[src/design/isa_pkg.sv]
/* scalar ISA types */

`default_nettype none

package isa_pkg;

    // datapath and register file sizing
    parameter int DATA_WIDTH = 32;
    parameter int REG_COUNT  = 32;

    typedef logic [DATA_WIDTH-1:0]        word_t;
    typedef logic [$clog2(REG_COUNT)-1:0] regbits_t;

    // alu operations carried in a row and in the issue packet
    typedef enum logic [3:0] {
        ALU_ADD = 4'd0,
        ALU_SUB = 4'd1,
        ALU_AND = 4'd2,
        ALU_OR  = 4'd3,
        ALU_XOR = 4'd4,
        ALU_SLL = 4'd5,
        ALU_SRL = 4'd6,
        ALU_SLT = 4'd7
    } aluop_e;

endpackage

`default_nettype wire

[src/design/issue_pkg.sv]
/* issue stage types */

`default_nettype none

package issue_pkg;

    // one table row per functional unit
    parameter int NUM_FU    = 3;
    parameter int AGE_WIDTH = 2;

    // row life cycle
    typedef enum logic [1:0] {
        FUST_EMPTY = 2'd0,
        FUST_WAIT  = 2'd1,
        FUST_RDY   = 2'd2,
        FUST_EX    = 2'd3
    } fust_state_e;

    typedef enum logic [1:0] {
        FU_ALU    = 2'd0,
        FU_LDST   = 2'd1,
        FU_BRANCH = 2'd2
    } fu_e;

    // zero when the operand is available, else producing unit index plus one
    typedef logic [1:0] tag_t;

endpackage

`default_nettype wire

[src/design/fust_slot.sv]
/* FUST row */

`timescale 1ns/1ps
`default_nettype none

module fust_slot
    import isa_pkg::*;
    import issue_pkg::*;
#(
    parameter int  AGE_WIDTH = issue_pkg::AGE_WIDTH,
    parameter fu_e FU_INDEX  = FU_ALU
) (
    input  logic                 CLK,
    input  logic                 nRST,
    input  logic                 freeze,
    input  logic                 disp_en,
    input  logic                 any_disp,
    input  aluop_e               disp_op,
    input  regbits_t             disp_rs1,
    input  regbits_t             disp_rs2,
    input  regbits_t             disp_rd,
    input  word_t                disp_imm,
    input  logic                 disp_i_type,
    input  logic                 disp_lui,
    input  tag_t                 disp_t1,
    input  tag_t                 disp_t2,
    input  logic [NUM_FU-1:0]    fu_done,
    input  logic                 grant,
    output logic                 ready,
    output logic [AGE_WIDTH-1:0] age,
    output logic                 busy,
    output aluop_e               row_op,
    output regbits_t             row_rs1,
    output regbits_t             row_rs2,
    output regbits_t             row_rd,
    output word_t                row_imm,
    output logic                 row_i_type,
    output logic                 row_lui
);

    fust_state_e       state;
    tag_t              t1_q;
    tag_t              t2_q;
    tag_t              t1_n;
    tag_t              t2_n;
    logic [NUM_FU-1:0] done_eff;
    logic              accept;
    logic              i_type_q;

    // a tag naming a unit that completes this cycle is satisfied
    function automatic tag_t clear_tag(tag_t t, logic [NUM_FU-1:0] done);
        if (t != '0 && done[t - 2'd1]) begin
            return '0;
        end
        return t;
    endfunction

    // completions are not seen while the stage is frozen
    assign done_eff = freeze ? '0 : fu_done;
    assign t1_n     = clear_tag(t1_q, done_eff);
    assign t2_n     = clear_tag(t2_q, done_eff);

    assign ready = (state == FUST_WAIT || state == FUST_RDY) && t1_n == '0 && t2_n == '0;
    assign busy  = state != FUST_EMPTY;

    // own completion frees the row in time to take a new dispatch
    assign accept = !freeze && disp_en &&
                    (state == FUST_EMPTY || (state == FUST_EX && done_eff[FU_INDEX]));

    always_ff @(posedge CLK, negedge nRST) begin
        if (!nRST) begin
            state <= FUST_EMPTY;
            age   <= '0;
            t1_q  <= '0;
            t2_q  <= '0;
        end else if (!freeze) begin
            t1_q <= t1_n;
            t2_q <= t2_n;
            if (accept) begin
                state <= FUST_WAIT;
                age   <= AGE_WIDTH'(1);
                t1_q  <= clear_tag(disp_t1, done_eff);
                t2_q  <= clear_tag(disp_t2, done_eff);
            end else begin
                case (state)
                    FUST_WAIT, FUST_RDY: begin
                        if (grant) begin
                            state <= FUST_EX;
                            age   <= '0;
                        end else begin
                            if (ready)
                                state <= FUST_RDY;
                            // newer instruction arrived elsewhere, saturate
                            if (any_disp && age != '1)
                                age <= age + 1'b1;
                        end
                    end
                    FUST_EX: begin
                        if (done_eff[FU_INDEX])
                            state <= FUST_EMPTY;
                    end
                    default: begin
                        state <= state;
                    end
                endcase
            end
        end
    end

    // row payload
    always_ff @(posedge CLK) begin
        if (accept) begin
            row_op   <= disp_op;
            row_rs1  <= disp_rs1;
            row_rs2  <= disp_rs2;
            row_rd   <= disp_rd;
            row_imm  <= disp_imm;
            i_type_q <= disp_i_type;
            row_lui  <= disp_lui;
        end
    end

    // immediate only replaces operand 2 for the alu
    assign row_i_type = i_type_q && (FU_INDEX == FU_ALU);

endmodule

`default_nettype wire

[src/design/issue_latch.sv]
/* issue packet latch */

`timescale 1ns/1ps
`default_nettype none

module issue_latch
    import isa_pkg::*;
    import issue_pkg::*;
#(
    parameter int DATA_WIDTH = isa_pkg::DATA_WIDTH
) (
    input  logic                  CLK,
    input  logic                  nRST,
    input  logic                  freeze,
    input  logic [NUM_FU-1:0]     grant,
    input  logic [NUM_FU-1:0]     fu_done,
    input  aluop_e                alu_op,
    input  regbits_t              alu_rs1,
    input  regbits_t              alu_rs2,
    input  regbits_t              alu_rd,
    input  word_t                 alu_imm,
    input  logic                  alu_i_type,
    input  logic                  alu_lui,
    input  aluop_e                ldst_op,
    input  regbits_t              ldst_rs1,
    input  regbits_t              ldst_rs2,
    input  regbits_t              ldst_rd,
    input  word_t                 ldst_imm,
    input  logic                  ldst_i_type,
    input  logic                  ldst_lui,
    input  aluop_e                br_op,
    input  regbits_t              br_rs1,
    input  regbits_t              br_rs2,
    input  regbits_t              br_rd,
    input  word_t                 br_imm,
    input  logic                  br_i_type,
    input  logic                  br_lui,
    input  logic [DATA_WIDTH-1:0] rdat1,
    input  logic [DATA_WIDTH-1:0] rdat2,
    output regbits_t              rsel1,
    output regbits_t              rsel2,
    output logic [NUM_FU-1:0]     fu_en,
    output aluop_e                iss_op,
    output regbits_t              iss_rd,
    output word_t                 iss_imm,
    output logic [DATA_WIDTH-1:0] iss_rdat1,
    output logic [DATA_WIDTH-1:0] iss_rdat2
);

    aluop_e                sel_op;
    regbits_t              sel_rd;
    word_t                 sel_imm;
    logic                  sel_i_type;
    logic                  sel_lui;
    logic [DATA_WIDTH-1:0] op1;
    logic [DATA_WIDTH-1:0] op2;

    // grant is one-hot or zero
    always_comb begin
        sel_op     = ALU_ADD;
        rsel1      = '0;
        rsel2      = '0;
        sel_rd     = '0;
        sel_imm    = '0;
        sel_i_type = 1'b0;
        sel_lui    = 1'b0;
        if (grant[FU_ALU]) begin
            sel_op     = alu_op;
            rsel1      = alu_rs1;
            rsel2      = alu_rs2;
            sel_rd     = alu_rd;
            sel_imm    = alu_imm;
            sel_i_type = alu_i_type;
            sel_lui    = alu_lui;
        end else if (grant[FU_LDST]) begin
            sel_op     = ldst_op;
            rsel1      = ldst_rs1;
            rsel2      = ldst_rs2;
            sel_rd     = ldst_rd;
            sel_imm    = ldst_imm;
            sel_i_type = ldst_i_type;
            sel_lui    = ldst_lui;
        end else if (grant[FU_BRANCH]) begin
            sel_op     = br_op;
            rsel1      = br_rs1;
            rsel2      = br_rs2;
            sel_rd     = br_rd;
            sel_imm    = br_imm;
            sel_i_type = br_i_type;
            sel_lui    = br_lui;
        end
    end

    // lui adds the immediate to zero
    assign op1 = sel_lui ? '0 : rdat1;
    // only the alu row can present a live i-type flag
    assign op2 = sel_i_type ? DATA_WIDTH'(sel_imm) : rdat2;

    always_ff @(posedge CLK, negedge nRST) begin
        if (!nRST)
            fu_en <= '0;
        else if (!freeze)
            fu_en <= grant | (fu_en & ~fu_done);
    end

    // packet holds until the next grant
    always_ff @(posedge CLK) begin
        if (!freeze && |grant) begin
            iss_op    <= sel_op;
            iss_rd    <= sel_rd;
            iss_imm   <= sel_imm;
            iss_rdat1 <= op1;
            iss_rdat2 <= op2;
        end
    end

endmodule

`default_nettype wire

[src/design/issue_select.sv]
/* oldest ready select */

`timescale 1ns/1ps
`default_nettype none

module issue_select
    import issue_pkg::*;
#(
    parameter int AGE_WIDTH = issue_pkg::AGE_WIDTH
) (
    input  logic [NUM_FU-1:0]    ready,
    input  logic [AGE_WIDTH-1:0] age_alu,
    input  logic [AGE_WIDTH-1:0] age_ldst,
    input  logic [AGE_WIDTH-1:0] age_br,
    input  logic                 freeze,
    output logic [NUM_FU-1:0]    grant
);

    logic [AGE_WIDTH-1:0] ages [NUM_FU];

    assign ages[FU_ALU]    = age_alu;
    assign ages[FU_LDST]   = age_ldst;
    assign ages[FU_BRANCH] = age_br;

    // strict compare so equal ages go to the lower unit index
    always_comb begin
        logic                 found;
        logic [AGE_WIDTH-1:0] best_age;
        int unsigned          best;
        grant    = '0;
        found    = 1'b0;
        best_age = '0;
        best     = 0;
        for (int i = 0; i < NUM_FU; i++) begin
            if (ready[i] && (!found || ages[i] > best_age)) begin
                found    = 1'b1;
                best_age = ages[i];
                best     = i;
            end
        end
        // single read port, at most one grant
        if (found && !freeze)
            grant[best] = 1'b1;
    end

endmodule

`default_nettype wire

[src/design/issue_top.sv]
/* issue stage top */

`timescale 1ns/1ps
`default_nettype none

module issue_top
    import isa_pkg::*;
    import issue_pkg::*;
#(
    parameter int DATA_WIDTH = isa_pkg::DATA_WIDTH,
    parameter int AGE_WIDTH  = issue_pkg::AGE_WIDTH
) (
    input  logic                  CLK,
    input  logic                  nRST,
    input  logic                  disp_en,
    input  fu_e                   disp_fu,
    input  aluop_e                disp_op,
    input  regbits_t              disp_rs1,
    input  regbits_t              disp_rs2,
    input  regbits_t              disp_rd,
    input  word_t                 disp_imm,
    input  logic                  disp_i_type,
    input  logic                  disp_lui,
    input  tag_t                  disp_t1,
    input  tag_t                  disp_t2,
    input  logic                  freeze,
    input  logic [NUM_FU-1:0]     fu_done,
    input  logic                  wb_en,
    input  regbits_t              wb_sel,
    input  logic [DATA_WIDTH-1:0] wb_data,
    output logic [NUM_FU-1:0]     busy,
    output logic [NUM_FU-1:0]     fu_en,
    output aluop_e                iss_op,
    output regbits_t              iss_rd,
    output word_t                 iss_imm,
    output logic [DATA_WIDTH-1:0] iss_rdat1,
    output logic [DATA_WIDTH-1:0] iss_rdat2
);

    logic [NUM_FU-1:0]     slot_disp;
    logic [NUM_FU-1:0]     slot_ready;
    logic [NUM_FU-1:0]     grant;
    logic                  any_disp;
    logic [AGE_WIDTH-1:0]  age_alu, age_ldst, age_br;
    aluop_e                alu_op, ldst_op, br_op;
    regbits_t              alu_rs1, ldst_rs1, br_rs1;
    regbits_t              alu_rs2, ldst_rs2, br_rs2;
    regbits_t              alu_rd, ldst_rd, br_rd;
    word_t                 alu_imm, ldst_imm, br_imm;
    logic                  alu_i_type, ldst_i_type, br_i_type;
    logic                  alu_lui, ldst_lui, br_lui;
    regbits_t              rsel1, rsel2;
    logic [DATA_WIDTH-1:0] rdat1, rdat2;

    // dispatch decoded to the target row
    assign slot_disp[FU_ALU]    = disp_en && (disp_fu == FU_ALU);
    assign slot_disp[FU_LDST]   = disp_en && (disp_fu == FU_LDST);
    assign slot_disp[FU_BRANCH] = disp_en && (disp_fu == FU_BRANCH);

    // a row takes dispatch when empty or completing, this ages the others
    assign any_disp = !freeze && |(slot_disp & (~busy | fu_done));

    fust_slot #(.AGE_WIDTH(AGE_WIDTH), .FU_INDEX(FU_ALU)) u_slot_alu (
        .CLK, .nRST, .freeze, .disp_en(slot_disp[FU_ALU]), .any_disp,
        .disp_op, .disp_rs1, .disp_rs2, .disp_rd, .disp_imm, .disp_i_type, .disp_lui,
        .disp_t1, .disp_t2, .fu_done, .grant(grant[FU_ALU]),
        .ready(slot_ready[FU_ALU]), .age(age_alu), .busy(busy[FU_ALU]),
        .row_op(alu_op), .row_rs1(alu_rs1), .row_rs2(alu_rs2), .row_rd(alu_rd),
        .row_imm(alu_imm), .row_i_type(alu_i_type), .row_lui(alu_lui)
    );

    fust_slot #(.AGE_WIDTH(AGE_WIDTH), .FU_INDEX(FU_LDST)) u_slot_ldst (
        .CLK, .nRST, .freeze, .disp_en(slot_disp[FU_LDST]), .any_disp,
        .disp_op, .disp_rs1, .disp_rs2, .disp_rd, .disp_imm, .disp_i_type, .disp_lui,
        .disp_t1, .disp_t2, .fu_done, .grant(grant[FU_LDST]),
        .ready(slot_ready[FU_LDST]), .age(age_ldst), .busy(busy[FU_LDST]),
        .row_op(ldst_op), .row_rs1(ldst_rs1), .row_rs2(ldst_rs2), .row_rd(ldst_rd),
        .row_imm(ldst_imm), .row_i_type(ldst_i_type), .row_lui(ldst_lui)
    );

    fust_slot #(.AGE_WIDTH(AGE_WIDTH), .FU_INDEX(FU_BRANCH)) u_slot_br (
        .CLK, .nRST, .freeze, .disp_en(slot_disp[FU_BRANCH]), .any_disp,
        .disp_op, .disp_rs1, .disp_rs2, .disp_rd, .disp_imm, .disp_i_type, .disp_lui,
        .disp_t1, .disp_t2, .fu_done, .grant(grant[FU_BRANCH]),
        .ready(slot_ready[FU_BRANCH]), .age(age_br), .busy(busy[FU_BRANCH]),
        .row_op(br_op), .row_rs1(br_rs1), .row_rs2(br_rs2), .row_rd(br_rd),
        .row_imm(br_imm), .row_i_type(br_i_type), .row_lui(br_lui)
    );

    issue_select #(.AGE_WIDTH(AGE_WIDTH)) u_select (
        .ready(slot_ready), .age_alu, .age_ldst, .age_br, .freeze, .grant
    );

    regfile #(.DATA_WIDTH(DATA_WIDTH)) u_regfile (
        .CLK, .nRST, .wen(wb_en), .wsel(wb_sel), .wdata(wb_data),
        .rsel1, .rsel2, .rdat1, .rdat2
    );

    issue_latch #(.DATA_WIDTH(DATA_WIDTH)) u_latch (
        .CLK, .nRST, .freeze, .grant, .fu_done,
        .alu_op, .alu_rs1, .alu_rs2, .alu_rd, .alu_imm, .alu_i_type, .alu_lui,
        .ldst_op, .ldst_rs1, .ldst_rs2, .ldst_rd, .ldst_imm, .ldst_i_type, .ldst_lui,
        .br_op, .br_rs1, .br_rs2, .br_rd, .br_imm, .br_i_type, .br_lui,
        .rdat1, .rdat2, .rsel1, .rsel2, .fu_en,
        .iss_op, .iss_rd, .iss_imm, .iss_rdat1, .iss_rdat2
    );

endmodule

`default_nettype wire

[src/design/regfile.sv]
/* register file */

`timescale 1ns/1ps
`default_nettype none

module regfile
    import isa_pkg::*;
#(
    parameter int DATA_WIDTH = isa_pkg::DATA_WIDTH
) (
    input  logic                  CLK,
    input  logic                  nRST,
    input  logic                  wen,
    input  regbits_t              wsel,
    input  logic [DATA_WIDTH-1:0] wdata,
    input  regbits_t              rsel1,
    input  regbits_t              rsel2,
    output logic [DATA_WIDTH-1:0] rdat1,
    output logic [DATA_WIDTH-1:0] rdat2
);

    logic [DATA_WIDTH-1:0] regs [REG_COUNT];

    // x0 is hardwired, a write in the same cycle bypasses to the read
    function automatic logic [DATA_WIDTH-1:0] read_port(regbits_t sel);
        if (sel == '0)
            return '0;
        if (wen && wsel == sel)
            return wdata;
        return regs[sel];
    endfunction

    always_ff @(posedge CLK, negedge nRST) begin
        if (!nRST) begin
            for (int i = 0; i < REG_COUNT; i++)
                regs[i] <= '0;
        end else if (wen && wsel != '0) begin
            regs[wsel] <= wdata;
        end
    end

    always_comb begin
        rdat1 = read_port(rsel1);
        rdat2 = read_port(rsel2);
    end

endmodule

`default_nettype wire

[config.mk]
export PLATFORM = sky130hd
export DESIGN_NAME = issue_top
export DESIGN_NICKNAME = d
export VERILOG_FILES = /design/src/design/isa_pkg.sv /design/src/design/issue_pkg.sv /design/src/design/fust_slot.sv /design/src/design/issue_latch.sv /design/src/design/issue_select.sv /design/src/design/issue_top.sv /design/src/design/regfile.sv
export SDC_FILE = /design/constraint.sdc
export NUM_CORES = 2
export LEC_CHECK = 0
export BUFFER_PORTS_ARGS = -buffer_cell sky130_fd_sc_hd__buf_2
export CAP_MARGIN = 20
export CORE_ASPECT_RATIO = 0.75
export CORE_MARGIN = 2
export CORE_UTILIZATION = 41
export DETAILED_ROUTE_END_ITERATION = 16
export GPL_ROUTABILITY_DRIVEN = 0
export PLACE_DENSITY = 0.61
export RECOVER_POWER = 50
export SETUP_SLACK_MARGIN = 0.3
export SLEW_MARGIN = 10
export SYNTH_ARGS = -nofsm -noshare
export SYNTH_HDL_FRONTEND = slang
export SYNTH_SLANG_ARGS = --single-unit
[constraint.sdc]
create_clock -name CLK -period 10.8 [get_ports CLK]
set_input_delay 3.24 -clock CLK [delete_from_list [all_inputs] [get_ports CLK]]
set_output_delay 3.24 -clock CLK [all_outputs]
set_load 0.02 [all_outputs]
**Word-level counts from Yosys, hierarchy flattened**

Cells that the tools add are included.

- Bits in writable memories: 0
- Memories: 0
- Input bits: 104
- Output and inout port bits: 111
- Logic and storage cells: 365
- Bits in read-only memories: 0
- Register bits: 1313
- Latch bits: 0

- Equal/unequal tests: 22
- Bitwise operators: 10
- Multiply operators: 0
- Reduce and logical (&&, ||, !) cells: 94
- Magnitude comparators: 16
- Div/mod/pow operators: 0
- Add/subtract/negate cells: 11
- Shift-type cells: 0
- Muxes and demuxes: 143

Operators by type and width:

| operator | count |
|---|---|
| $bwmux W1024 | 1 |
| $mux W32 | 17 |
| $bmux W32 S5 | 2 |
| $demux W32 S5 | 1 |
| $mux W2 | 53 |
| $mux W5 | 9 |
| $mux W1 | 43 |
| $logic_and A1 B1 Y1 | 39 |
| $reduce_bool A2 Y1 | 14 |
| $lt A2 B3 Y1 const B | 9 |
| $logic_not A2 Y1 | 10 |
| $ge A6 B6 Y1 const B | 3 |
| $not A5 Y6 | 3 |
| $reduce_bool A3 Y1 | 6 |
| $bmux W1 S2 | 8 |
| $sub A2 B1 Y2 const B | 8 |
| $eq A2 B2 Y1 const B | 7 |
| $mux W4 | 3 |
| $ne A4 B1 Y1 const B | 3 |
| $pmux W2 S2 | 3 |
| $reduce_and A4 Y1 | 3 |
| $eq A5 B5 Y1 | 2 |
| $logic_not A5 Y1 | 2 |
| $reduce_and A3 Y1 | 3 |
| 19 further kinds | 44 |

**Depth between registers and ports, before layout**

- Depth after elaboration: 33
- Mapped depth: 31
- Depth with buffers taken out: 24

**Hierarchy**

Synthesis repeated with hierarchy kept, for this count alone.

- Cell total of the unflattened synthesis: 4609
- Area total of the unflattened synthesis: 67508.5 um2

By module, submodules not included:

| module | sequential area each (um2) | cells an instance | times used | area an instance (um2) |
|---|---|---|---|---|
| regfile | 25624.6 | 3790 | 1 | 55270.5 |
| issue_latch | 3228.1 | 379 | 1 | 5106.1 |
| fust_slot (u_slot_alu) | 1791.7 | 133 | 1 | 2327.2 |
| fust_slot (u_slot_br) | 1761.7 | 138 | 1 | 2270.9 |
| fust_slot (u_slot_ldst) | 1761.7 | 134 | 1 | 2268.4 |
| issue_select | 0.0 | 25 | 1 | 183.9 |
| issue_top | 0.0 | 10 | 1 | 81.3 |

**Worst setup path after synthesis**

Ideal clock, no wire load.

- Path type: input port to flip-flop
- From: input fu_done[0]
- To: register u_latch.iss_imm[0] (enable)
- Setup time: 0.603 ns
- Arrival: 9.308 ns
- Path slack: 0.888 ns
- Buffers on the path: 2
- Data required time: 10.197 ns
- Stages: 7
- Cells stage by stage: buf_2 mux2i_1 o31ai_1 and4_4 buf_6 nor2_1 a21oi_1

- Longest elaborated chain between the ends: 25
- Elaborated cells on any way between the ends: 67
- Classes of those cells: order compare (4); mux (35); reduce/logical (28)

RTL lines:

| what | line | text |
|---|---|---|
| from (decl) | issue_top.sv:27 | `input logic [NUM_FU-1:0] fu_done,` |
| $mux W3 (*) | fust_slot.sv:59 | `assign done_eff = freeze ? '0 : fu_done;` |
| $bmux W1 S2 | fust_slot.sv:52 | `if (t != '0 && done[t - 2'd1]) begin` |
| $mux W1 (implied by the code) | fust_slot.sv:52 |  |
| $logic_and A1 B1 Y1 | fust_slot.sv:52 |  |
| $mux W1 | fust_slot.sv:52 |  |
| $mux W2 | fust_slot.sv:55 | `return t;` |
| $logic_not A2 Y1 | fust_slot.sv:63 | `assign ready = (state == FUST_WAIT \|\| state == FUST_RDY) && t1_n == '0 && t2_n == '0;` |
| $logic_and A1 B1 Y1 (2 in a row) | fust_slot.sv:63 |  |
| [8 not listed] | n/a |  |
| $mux W2 | issue_select.sv:35 | `if (ready[i] && (!found \|\| ages[i] > best_age)) begin` |
| $lt A2 B3 Y1 (implied by the code) or $ge A2 B1 Y1 (tied branches) | issue_select.sv:43 | `grant[best] = 1'b1;` |
| $logic_and A1 B1 Y1 (implied by the code) | issue_select.sv:43 |  |
| $mux W1 (implied by the code) | issue_select.sv:43 |  |
| $demux W1 S2 | n/a |  |
| $mux W3 (*) | issue_select.sv:42 | `if (found && !freeze)` |
| $reduce_or A3 Y1 (*) | issue_latch.sv:108 | `if (!freeze && \|grant) begin` |
| $logic_and A1 B1 Y1 (*) | issue_latch.sv:108 |  |
| to (signal assigned) | issue_latch.sv:111 | `iss_imm <= sel_imm;` |
| to (decl) | issue_latch.sv:45 | `output word_t iss_imm,` |

Mark *: on every way between the ends. The rest lies on a longest branch, timed or not. The select of a mux whose other input is x is not followed.
A chain may end at the register's enable or synchronous reset.

**Worst setup path after layout**

- From: input freeze
- To: register u_latch.iss_rdat1[3] (data pin)

- Longest elaborated chain between the ends: 32
- Elaborated cells on any way between the ends: 85
- Classes of those cells: order compare (4); eq/ne (1); mux (50); bitwise (1); reduce/logical (29)

RTL lines:

| what | line | text |
|---|---|---|
| from (decl) | issue_top.sv:26 | `input logic freeze,` |
| $mux W3 | fust_slot.sv:59 |  |
| $bmux W1 S2 | fust_slot.sv:52 |  |
| $mux W1 (implied by the code) | fust_slot.sv:52 |  |
| $logic_and A1 B1 Y1 | fust_slot.sv:52 |  |
| $mux W1 | fust_slot.sv:52 |  |
| $mux W2 | fust_slot.sv:55 |  |
| $logic_not A2 Y1 | fust_slot.sv:63 |  |
| $logic_and A1 B1 Y1 (2 in a row) | fust_slot.sv:63 |  |
| [14 not listed] | n/a |  |
| $mux W5 | issue_latch.sv:83 | `end else if (grant[FU_BRANCH]) begin` |
| $mux W5 | issue_latch.sv:75 | `end else if (grant[FU_LDST]) begin` |
| $mux W5 | issue_latch.sv:67 | `if (grant[FU_ALU]) begin` |
| $not A5 Y6 (implied by the code) or $eq A5 B5 Y1 (tied branches) | regfile.sv:30, regfile.sv:28 |  |
| $bmux W32 S5 or $logic_and A1 B1 Y1 (tied branches) | regfile.sv:30, regfile.sv:28 |  |
| $mux W32 (implied by the code) or $mux W1 (tied branches) (2 in a row) | regfile.sv:30, regfile.sv:28 |  |
| $mux W32 | regfile.sv:30 | `return regs[sel];` |
| $mux W32 | regfile.sv:28 | `if (wen && wsel == sel)` |
| to (signal assigned) | issue_latch.sv:112 | `iss_rdat1 <= op1;` |
| to (decl) | issue_latch.sv:46 | `output logic [DATA_WIDTH-1:0] iss_rdat1,` |

Marks and branches as above.

==> summary.txt <==
Run status
  • Status: finished with violations
  • Failing checks: capacitance limit, slew limit

Critical path
  • Reg2reg start: u_slot_alu.t1_q[0]$_DFFE_PN0N_
  • Worst endpoint required time: about 11 ns
  • Crit path to: u_latch.iss_rdat1[3]$_SDFFCE_PP0P_
  • Worst Path Max Fanout: 44
  • R2R cell count: 25
  • Crit-path slowest cell: or4b_1
  • CP top delay family: compound AO/OA/AOI/OAI gates
  • CP most frequent cell: buf_4
  • CP max stage delay: between 0.5 and 0.6 ns
  • Minimum setup slack among reg-to-reg paths: 3.44 ns
  • Worst setup startpoint: freeze
  • R2R Path End: u_latch.iss_rdat1[3]$_SDFFCE_PP0P_
  • WS Path Type: primary input to register
  • Crit path DAT: about 10 ns
  • CP Launch Type: primary input
  • Crit path capture type: register
  • Cell depth of the worst setup path: 24
  • Cell Chain, Critical Path: clkbuf_1, nand2b_1, o311ai_1, and4_4, nand2_1, ha_1, nor2b_1, o21ai_0, a21oi_2, buf_4, a21oi_1, ha_1, nor2b_1, o21a_1, o21ai_1, o221a_2, buf_4, o21ai_1, o2bb2ai_4, xnor2_1, or4b_1, nor2b_4, buf_4, a22o_1
  • WP buf/inv: 4

STA
  • Min Tclk post-route: 9.47 ns
  • Max Slew Vio Count: approximately 530
  • # setup viols final: 0
  • Period utilization: 0.877
  • Setup TNS: 0 ns
  • Max transition margin: -2.97
  • Hold Vio Cnt, Final: 0
  • Fmax: between 0.1 and 0.15 GHz
  • Clk_skew: ~0.045 ns
  • Unrepaired setup endpoints after global routing: false
  • Tightest Pin Transition: around 6.0 ns

Placed design
  • DP Wirelength: about 160000 microns
  • Dpl cells: between 8000 and 9000
  • Port Buf Inserts: ~210

Drt
  • Total wire length: 276000 microns
  • Routed Antenna Nets: 0
  • Routed vias: approximately 57000
  • Drt pass-1 iters: 6
  • DRC Markers: 0
  • Number of DRC markers in iteration 0: about 8600
  • Post-DR vias/cell: 6.46
  • Wire length per cell: 31.3 microns

Clock tree
  • Clock slew at reported path FFs: ~0.060 ns
  • TritonCTS clock tree: built
  • Root Driver: clkbuf_16
  • Setup Buffers After CTS: 0
  • Clk sinks: between 1000 and 1500
  • Hold buffer count at cts: 0
  • CTS H-tree lvls: 4
  • Clock Latency Late Sink: roughly 0.81 ns
  • CTS max path bufs: 3
  • PostCTS Resize Cnt: 0
  • Num CTS Buffers: around 130

Global route
  • Vias in the first global route: roughly 53000
  • GRT Resource Usage Total: 0.318
  • First-pass GRT wire length: around 390000 microns
  • Grt total ovfl: 0
  • Initial antenna violation count: 24
  • Largest net degree at the start of global routing: ~160

Yosys
  • Top FF cell, synth: dfrtp_1
  • Syn nets: roughly 6700
  • Mapped Area: 68300 sq um
  • Post-synth cell types: 92
  • Post-synthesis sequential area ratio: 0.500
  • Mean Syn Cell Area: ~10 sq um
  • Yosys reg bits: 1313
  • Synth warn: 0
  • Synth Instances: 6547
  • Post-synth ARST share: 0.800
  • Number of synthesized flops with an enable pin: roughly 260

Floorplan
  • Die ar.: ~170000 sq um
  • Die width: between 400 and 500 microns
  • Core footprint: between 150000 and 200000 sq um
  • Rows: between 100 and 150
  • Initial Utilization: 0.413
  • Ports: ~220
  • Die height: about 360 microns

Final layout
  • Fin cells: approximately 9000
  • Final nets: ~6600
  • Share of cells above drive strength 1: 0.239
  • # fillers: about 15000
  • Area growth from synthesis to layout: 11.1%

Worst hold path
  • Worst hold path type: register to register

Run
  • Max-Cap Viols: 20
[cell type report]
class / instances / area [sq um] / area share
Antenna cell: 12 / 30.0 / 0.000395
Clock buffer: 199 / 3830 / 0.0504
Clock inverter: 44 / 526 / 0.00692
Inverter: 47 / 176 / 0.00232
Multi-Input combinational cell: 4562 / 31700 / 0.417
Sequential cell: 1313 / 34200 / 0.450
Tap cell: 2227 / 2790 / 0.0367
Timing Repair Buffer: 404 / 2760 / 0.0364
[layer usage]
metal	vias up	wire, microns	global-route usage
met5	-	122	0
met4	18	16800	0.181
met3	852	35500	0.0973
met2	3964	114000	0.439
met1	28700	110000	0.442
li1	23300	-	-
[cell families after synthesis]
logic type / after synthesis / synth area share
AOI/OAI and AO/OA: 929 / 0.0979
muxes: 1308 / 0.212
DFF: 1313 / 0.500
and+or+nand+nor: 2294 / 0.144
xor gates and xnor gates: 9 / 0.00115
buffers and inverters: 672 / 0.0413
adders and majority gates: 22 / 0.00403
[state kept, by name (all words and copies together), names as in the netlist, 5 cells and up]
signal / count
u_latch.iss_rdat2: 32
u_latch.iss_rd: 5
u_slot_br.row_rd: 5
u_latch.iss_rdat1: 32
u_slot_ldst.row_rd: 5
u_slot_ldst.row_rs1: 5
u_slot_alu.row_rs1: 5
u_latch.iss_imm: 32
u_slot_ldst.row_rs2: 5
u_regfile.regs: 1024
u_slot_br.row_rs2: 5
u_slot_alu.row_imm: 32
u_slot_ldst.row_imm: 32
u_slot_alu.row_rs2: 5
u_slot_alu.row_rd: 5
u_slot_br.row_rs1: 5
u_slot_br.row_imm: 32
[synth_stat cells (all sizes together), types with 66 or more instances]
| master | n | share of area |
|---|---|---|
| a21oi | 176 | 0.013 |
| a221oi | 68 | 0.0087 |
| a31oi | 94 | 0.0086 |
| a32oi | 110 | 0.014 |
| buf | 245 | 0.018 |
| clkbuf | 380 | 0.021 |
| dfrtp | 1051 | 0.38 |
| edfxtp | 262 | 0.12 |
| mux2 | 1017 | 0.17 |
| mux2i | 284 | 0.042 |
| nand2 | 1484 | 0.082 |
| nand3 | 510 | 0.037 |
| nand4 | 66 | 0.0060 |
| nor2 | 97 | 0.0054 |
| o21ai | 135 | 0.010 |
[how the worst min path moves through the flow]
| stage | startpoint | endpoint | slack (ns) | cells past startpoint |
|---|---|---|---|---|
| final | u_regfile.regs[1008]$_DFFE_PN0P_ | u_regfile.regs[1008]$_DFFE_PN0P_ | 0.40 | 0 |
| after global routing | u_regfile.regs[1010]$_DFFE_PN0P_ | u_regfile.regs[1010]$_DFFE_PN0P_ | 0.42 | 0 |
| after CTS | u_regfile.regs[998]$_DFFE_PN0P_ | u_regfile.regs[998]$_DFFE_PN0P_ | 0.40 | 0 |
| after detailed placement | u_regfile.regs[1014]$_DFFE_PN0P_ | u_regfile.regs[1014]$_DFFE_PN0P_ | 0.39 | 0 |
| after global placement | u_regfile.regs[1015]$_DFFE_PN0P_ | u_regfile.regs[1015]$_DFFE_PN0P_ | 0.39 | 0 |
| after floorplan | u_regfile.regs[1000]$_DFFE_PN0P_ | u_regfile.regs[1000]$_DFFE_PN0P_ | 0.45 | 1 |
[placed cells by master, fill, tap and decap left out, types with 23 or more instances in the layout]
master	Yosys	layout
a221oi_1	68	68
mux2i_1	282	282
o21ai_1	40	38
mux2_2	1001	1001
o2111ai_1	34	34
a31oi_1	94	93
buf_12	0	33
dfrtp_1	1051	1051
a32oi_1	110	109
nand3_1	510	508
inv_1	45	43
a311oi_1	29	29
and2_1	61	58
o21ai_0	92	92
edfxtp_1	262	262
nand4_1	66	66
o211ai_1	32	32
clkbuf_1	380	154
nor4_1	23	23
buf_4	25	149
buf_2	112	108
a22o_1	37	37
nand2_1	1483	1477
a22oi_1	62	62
nor2_1	96	85
clkbuf_16	0	134
a21oi_1	174	173
clkbuf_8	0	23
[stage by stage]
step,hold WS [ns],instance area [sq um],utilization,worst slack (ns)
after floorplan,0.449,68300,-,0.888
after global placement,0.387,71900,0.435,0.862
after detailed placement,0.389,71900,0.435,0.802
after CTS,0.403,76300,0.461,1.62
after global routing,0.415,75900,0.459,0.682
final,0.402,76000,0.460,1.33
Power is not shown: default switching activity piles up to over one toggle a cycle in this logic, so the estimate is an artifact.
